==> src/mby_igr_pkg.sv <==
// shared widths, counts and types of the ingress shim, imported by every shim module
`default_nettype none

package mby_igr_pkg;

  // ----------------------------------------
  // sizes
  // ----------------------------------------

  // the port logic delivers up to eight words per cycle on lanes 0 to 7
  localparam int N_LANES = 8;

  // segment registers used round-robin toward the packet buffer
  localparam int N_SEGS = 3;

  // index width of a segment register
  localparam int SEG_W = 2;

  // width of one data word
  localparam int WORD_W = 64;

  // width of the port timestamp
  localparam int TS_W = 32;

  // a word count or word offset, wide enough for offset plus a full cycle (0 to 15)
  localparam int CNT_W = 4;

  // ----------------------------------------
  // types
  // ----------------------------------------

  // one 64-bit data word
  typedef logic [WORD_W-1:0] data64_t;

  // lane index feeding one slot of a segment
  typedef logic [2:0] lane_sel_t;

  // timestamp sampled by the port logic
  typedef logic [TS_W-1:0] epl_ts_t;

  // metadata of one 64-byte segment, 38 bits
  typedef struct packed {
    logic             sop;
    logic             eop;
    logic [CNT_W-1:0] cnt;
    epl_ts_t          ts;
  } seg_md_t;

endpackage

`default_nettype wire
==> src/igr_epl_shim_ctl.sv <==
// ingress shim control that packs input words into segments and drives the segment bank strobes
`default_nettype none
`timescale 1ns/10ps

module igr_epl_shim_ctl (
  input  logic                                        cclk,
  input  logic                                        i_reset,
  input  logic                                        i_rx_v,
  input  logic                                        i_rx_sop,
  input  logic                                        i_rx_eop,
  input  logic [mby_igr_pkg::CNT_W-1:0]               i_rx_nw,
  output mby_igr_pkg::lane_sel_t [mby_igr_pkg::N_SEGS-1:0][mby_igr_pkg::N_LANES-1:0] o_seg_sel,
  output logic [mby_igr_pkg::N_SEGS-1:0][mby_igr_pkg::N_LANES-1:0] o_seg_we,
  output logic [mby_igr_pkg::N_SEGS-1:0]              o_seg_start,
  output logic [mby_igr_pkg::N_SEGS-1:0]              o_seg_sop,
  output logic [mby_igr_pkg::N_SEGS-1:0]              o_seg_eop,
  output logic [mby_igr_pkg::N_SEGS-1:0]              o_seg_e
);
  import mby_igr_pkg::*;

  // round-robin successor of a segment index
  function automatic logic [SEG_W-1:0] seg_inc(input logic [SEG_W-1:0] idx);
    seg_inc = (idx == SEG_W'(N_SEGS - 1)) ? '0 : idx + 1'b1;
  endfunction

  // ----------------------------------------
  // pointer state
  // ----------------------------------------

  // segment being filled and the next free slot inside it
  logic [SEG_W-1:0] cur_seg;
  logic [CNT_W-1:0] cur_off;

  // a start-of-packet on a partly filled segment moves on to a fresh one
  logic [SEG_W-1:0] base_seg;
  logic [SEG_W-1:0] next_seg;
  logic [SEG_W-1:0] after_seg;
  logic [CNT_W-1:0] base_off;
  logic [CNT_W-1:0] end_off;
  logic [CNT_W-1:0] spill_off;
  logic             full;
  logic             spill;

  // next values of the registered strobes
  lane_sel_t [N_SEGS-1:0][N_LANES-1:0] nxt_sel;
  logic [N_SEGS-1:0][N_LANES-1:0]      nxt_we;
  logic [N_SEGS-1:0]                   nxt_start;
  logic [N_SEGS-1:0]                   nxt_sop;
  logic [N_SEGS-1:0]                   nxt_eop;
  logic [N_SEGS-1:0]                   nxt_e;

  assign base_seg  = (i_rx_sop && cur_off != '0) ? seg_inc(cur_seg) : cur_seg;
  assign next_seg  = seg_inc(base_seg);
  assign after_seg = seg_inc(next_seg);
  assign base_off  = i_rx_sop ? '0 : cur_off;

  // offset 7 plus eight words is 15, so the sum never wraps
  assign end_off   = base_off + i_rx_nw;
  assign full      = end_off >= CNT_W'(N_LANES);
  assign spill     = i_rx_v && (end_off > CNT_W'(N_LANES));
  assign spill_off = end_off - CNT_W'(N_LANES);

  // ----------------------------------------
  // slot placement
  // ----------------------------------------

  always_comb begin
    logic is_base;
    logic is_spill;
    for (int g = 0; g < N_SEGS; g++) begin
      is_base  = i_rx_v && (SEG_W'(g) == base_seg);
      is_spill = spill && (SEG_W'(g) == next_seg);
      for (int s = 0; s < N_LANES; s++) begin
        // slot s takes lane s - base_off, modulo eight also for the spilled part
        nxt_sel[g][s] = lane_sel_t'(CNT_W'(s) - base_off);
        nxt_we[g][s]  = (is_base && CNT_W'(s) >= base_off && CNT_W'(s) < end_off) ||
                        (is_spill && CNT_W'(s) < spill_off);
      end
      // a segment starts on its first write, offset zero or spill target
      nxt_start[g] = (is_base && base_off == '0) || is_spill;
      nxt_sop[g]   = is_base && i_rx_sop;
      // the last word of the packet sits in the spill segment when there is one
      nxt_eop[g]   = i_rx_eop && (spill ? is_spill : is_base);
      // the spill segment can only be closed by end of packet, it never reaches eight here
      nxt_e[g]     = (is_base && (full || i_rx_eop)) || (is_spill && i_rx_eop);
    end
  end

  // ----------------------------------------
  // registers
  // ----------------------------------------

  always_ff @(posedge cclk) begin
    if (i_reset) begin
      cur_seg     <= '0;
      cur_off     <= '0;
      o_seg_we    <= '0;
      o_seg_start <= '0;
      o_seg_sop   <= '0;
      o_seg_eop   <= '0;
      o_seg_e     <= '0;
    end else begin
      o_seg_we    <= nxt_we;
      o_seg_start <= nxt_start;
      o_seg_sop   <= nxt_sop;
      o_seg_eop   <= nxt_eop;
      o_seg_e     <= nxt_e;
      if (i_rx_v) begin
        if (spill) begin
          cur_seg <= i_rx_eop ? after_seg : next_seg;
          cur_off <= i_rx_eop ? '0 : spill_off;
        end else if (full || i_rx_eop) begin
          cur_seg <= next_seg;
          cur_off <= '0;
        end else begin
          cur_seg <= base_seg;
          cur_off <= end_off;
        end
      end
    end
  end

  // lane selects only matter where a write enable is set
  always_ff @(posedge cclk) begin
    o_seg_sel <= nxt_sel;
  end

endmodule

`default_nettype wire

==> config.mk <==
export PLATFORM = sky130hd
export DESIGN_NAME = igr_epl_shim_ctl
export DESIGN_NICKNAME = d
export VERILOG_FILES = /design/src/mby_igr_pkg.sv /design/src/igr_epl_shim_ctl.sv
export SDC_FILE = /design/constraint.sdc
export NUM_CORES = 1
export LEC_CHECK = 0
export BUFFER_PORTS_ARGS = -buffer_cell sky130_fd_sc_hd__buf_2
export CAP_MARGIN = 10
export CORE_UTILIZATION = 52
export CTS_CLUSTER_SIZE = 8
export DETAILED_ROUTE_END_ITERATION = 7
export GPL_TIMING_DRIVEN = 0
export PLACE_DENSITY = 0.81
export SLEW_MARGIN = 20
export SYNTH_ARGS = -nofsm -noshare
export SYNTH_HDL_FRONTEND = slang
export SYNTH_SLANG_ARGS = --single-unit
==> constraint.sdc <==
create_clock -name cclk -period 4.5 [get_ports cclk]
set_clock_uncertainty 0.1 [all_clocks]
set_input_delay 0.675 -clock cclk [delete_from_list [all_inputs] [get_ports cclk]]
set_output_delay 0.675 -clock cclk [all_outputs]
set_load 0.005 [all_outputs]
==> flow_summary.ini <==
[run_status]
outcome = complete, no violations

[clocking]
ctsResizeCount = 0
cts_tree = done
cts_setup_buffers = 0
cts_root_buf = clkbuf_8
cts_buffer_depth = 2
insertion_delay_ns = 0.32
hold_buffers = 0
cts_buffers = 5
htreeDepth = 2
path_clk_slew_ns = 0.10
cts.sinks = 56

[hold_path]
hold_path.class = flop to flop
hold_start = cur_off[1]

[route]
dr_wl_met2_mm = 3.428
drc_errors = 0
drt_iter0_drc = 121
wl_met1_mm = 2.624
topRoutingLayerUsed = met4
firstDrtPassIters = 5
vias = 2620
ant_nets = 0
vias_per_cell = 5.087
wire_per_inst_um = 13.23
routed_wl_mm = 6.814
wl_met3_um = 575

[global_route]
first_global_vias = 2334
track_usage = 0.2357
overflow = 0
grt_pass1_wl_mm = 10.91
grt_antenna_before_repair = 0
grt_max_degree = 20

[setup_path]
startpoint = i_rx_sop
cp_max_fo = 10
r2r-start = cur_off[2]
worst_ep_arrival_time_ns = 3.72
crit_required_ns = 4.59
cp-end-kind = flop
criticalPathCategory = input port to flop
start_kind = input port

[cells_and_area]
diodes = 0
area_delta_synth_final_pct = 26.42
final_area_um2 = 3622
nets = 460
drive_above_1_share = 0.4607

[sta]
report.final.slew_viol_count = 0
rsz0062_at_grt = no
fmax_mhz = 275.3
final.setup.tns_ns = 0
period_share = 0.8071
worstMarginPinSlew_ns = 0.6831
fin_crit_ns = 3.632
finalSetupViolations = 0
slew_headroom = 0.5421
hold_viol = 0

[floorplan]
core-area_um2 = 5205
start_util = 0.5505
die_h_um = 76.23
ios = 117
num_rows = 26
die_w_um = 76.23
die-area_um2 = 5811

[yosys]
syn-cell-area_um2 = 2865
synth_async_sr_flop_share = 0
synth_seq_area_share = 0.3913
syn_nets = 338
synth_edf_count = 0
netlist_instances = 322
synth_warnings = 0
synth_cell_types = 55
ys.flop_type = dfxtp_1
ys_ff_latch = 56
avgSynthCellArea_um2 = 8.898

[placed_design]
io_buffers = 115
routabilityCongestion = 0.8974
dpl-instance-area_um2 = 3528
dp_hpwl_mm = 5.156

[power]
leakage_nw = 1.816
powerDensity_nw_per_um2 = 296.8
vdd_ir_drop_max_mv = 0.2003

[job]
drv_cap = 0
[report_power, final]
group	switching [W]	internal (W)	total [W]
combinational	0.000138	0.000116	0.000255
sequential	0.0000122	0.000527	0.000539
clock	0.000168	0.000114	0.000281
total	0.000318	0.000757	0.00108
[metrics by stage]
| step | worst slack (ns) | hold WS (ns) | instances | power, W | util |
|---|---|---|---|---|---|
| 3_3_place_gp | 0.6291 | 0.4672 | 507 | 0.0007949 | 0.6779 |
| 4_1_cts | 0.9113 | 0.4979 | 515 | 0.001077 | 0.6959 |
| 6_report | 0.8679 | 0.5047 | 515 | 0.001075 | 0.6959 |
| 3_5_place_dp | 0.6040 | 0.4672 | 507 | 0.0008015 | 0.6779 |
| 5_1_grt | 0.6940 | 0.5254 | 515 | 0.001131 | 0.6959 |
| 2_1_floorplan | 1.154 | 0.3815 | 322 | 0.0007184 | - |
[cell usage in the layout (no fill, tap or decap), types with 3 or more instances in the layout]
cell type  count
a21oi_1       13
a22oi_1       14
a31oi_1        3
a32oi_1        4
and3_1         3
buf_2        119
buf_4         60
buf_6          4
clkbuf_1       6
clkbuf_8       5
dfxtp_1       56
ha_1           7
inv_1         11
nand2_1       20
nand2b_1       5
nand3_1        6
nor2_1        44
nor3_1         3
o21ai_0        5
o22ai_1        4
o31ai_1        3
or3_1          3
xnor2_1        4
[path summary, 6_finish.rpt]
path | endpoint | slack, ns | cells after the start
setup reg to reg | o_seg_we[3] | 1.39 | 11
setup / recovery | o_seg_we[14] | 0.87 | 14
hold / removal | o_seg_sel[70] | 0.50 | 2
hold reg to reg | o_seg_sel[70] | 0.50 | 2
[worst max-delay path, cell delays in order]
cell and delay (ns):
buf_2 0.12, clkbuf_1 0.35, nand2b_1 0.28, inv_1 0.13
ha_1 0.23, ha_1 0.27, buf_4 0.17, or2_1 0.26
or4_1 0.41, o311a_2 0.20, and3_1 0.20, buf_6 0.13
a22oi_1 0.18, nor2_1 0.09
[synthesized netlist by cell type (2+ instances only)]
cell type  number  area, um^2
buf_6           4       45.04
buf_2           4       20.02
inv_1          11       41.29
and3_1          3       18.77
nor3_1          3       15.01
o21ai_0         5       25.02
a31oi_1         3       18.77
nor2_1         44       165.2
nand2_1        20       75.07
and2_1          2       12.51
dfxtp_1        56        1121
nand2b_1        5       31.28
nand3_1         6       30.03
a32oi_1         4       35.03
buf_1           2       7.510
buf_4          60       450.4
o31ai_1         3       22.52
o22ai_1         4       25.02
ha_1            7       87.58
nor3b_1         2       15.01
xor2_1          2       17.52
a21oi_1        13       65.06
o21a_1          2       15.01
xnor2_1         4       35.03
or3_1           3       18.77
clkbuf_1        6       22.52
o41ai_2         2       32.53
a22oi_1        14       105.1
nor3_2          2       20.02
[registers in the layout (all words and copies together), names as in the netlist]
register / cells
cur_seg: 2
o_seg_sop: 3
o_seg_eop: 3
o_seg_sel: 14
o_seg_we: 24
o_seg_start: 3
o_seg_e: 3
cur_off: 4
[layout make-up]
cell class | instances | area [um^2]
clock buffer | 5 | 68.82
inverter | 12 | 45.04
clock inverter | 3 | 25.02
sequential | 56 | 1121
multi-input combinational | 178 | 1154
tap | 70 | 87.58
timing repair buffer | 115 | 575.6
buffer | 76 | 545.5
fill | 420 | 1583
[cells by family (layout without fill, tap and decap cells)]
kind of cell    after synthesis  after routing  share of synthesized area
flops                        56             56                     0.3913
xor+xnor                      8              8                    0.03363
fa+ha+maj                     7              7                    0.03057
simple gates                 98             98                     0.1668
buf+inv                      88            211                     0.2061
compound gates               65             65                     0.1716
[layer usage]
metal  vias to the layer above  track usage
li1                       1276            -
met1                      1195       0.2626
met2                       127       0.4234
met3                        22      0.05269
met4                         0       0.1096
met5                         -            0
Note: power is estimated with default switching activity, not from simulation.
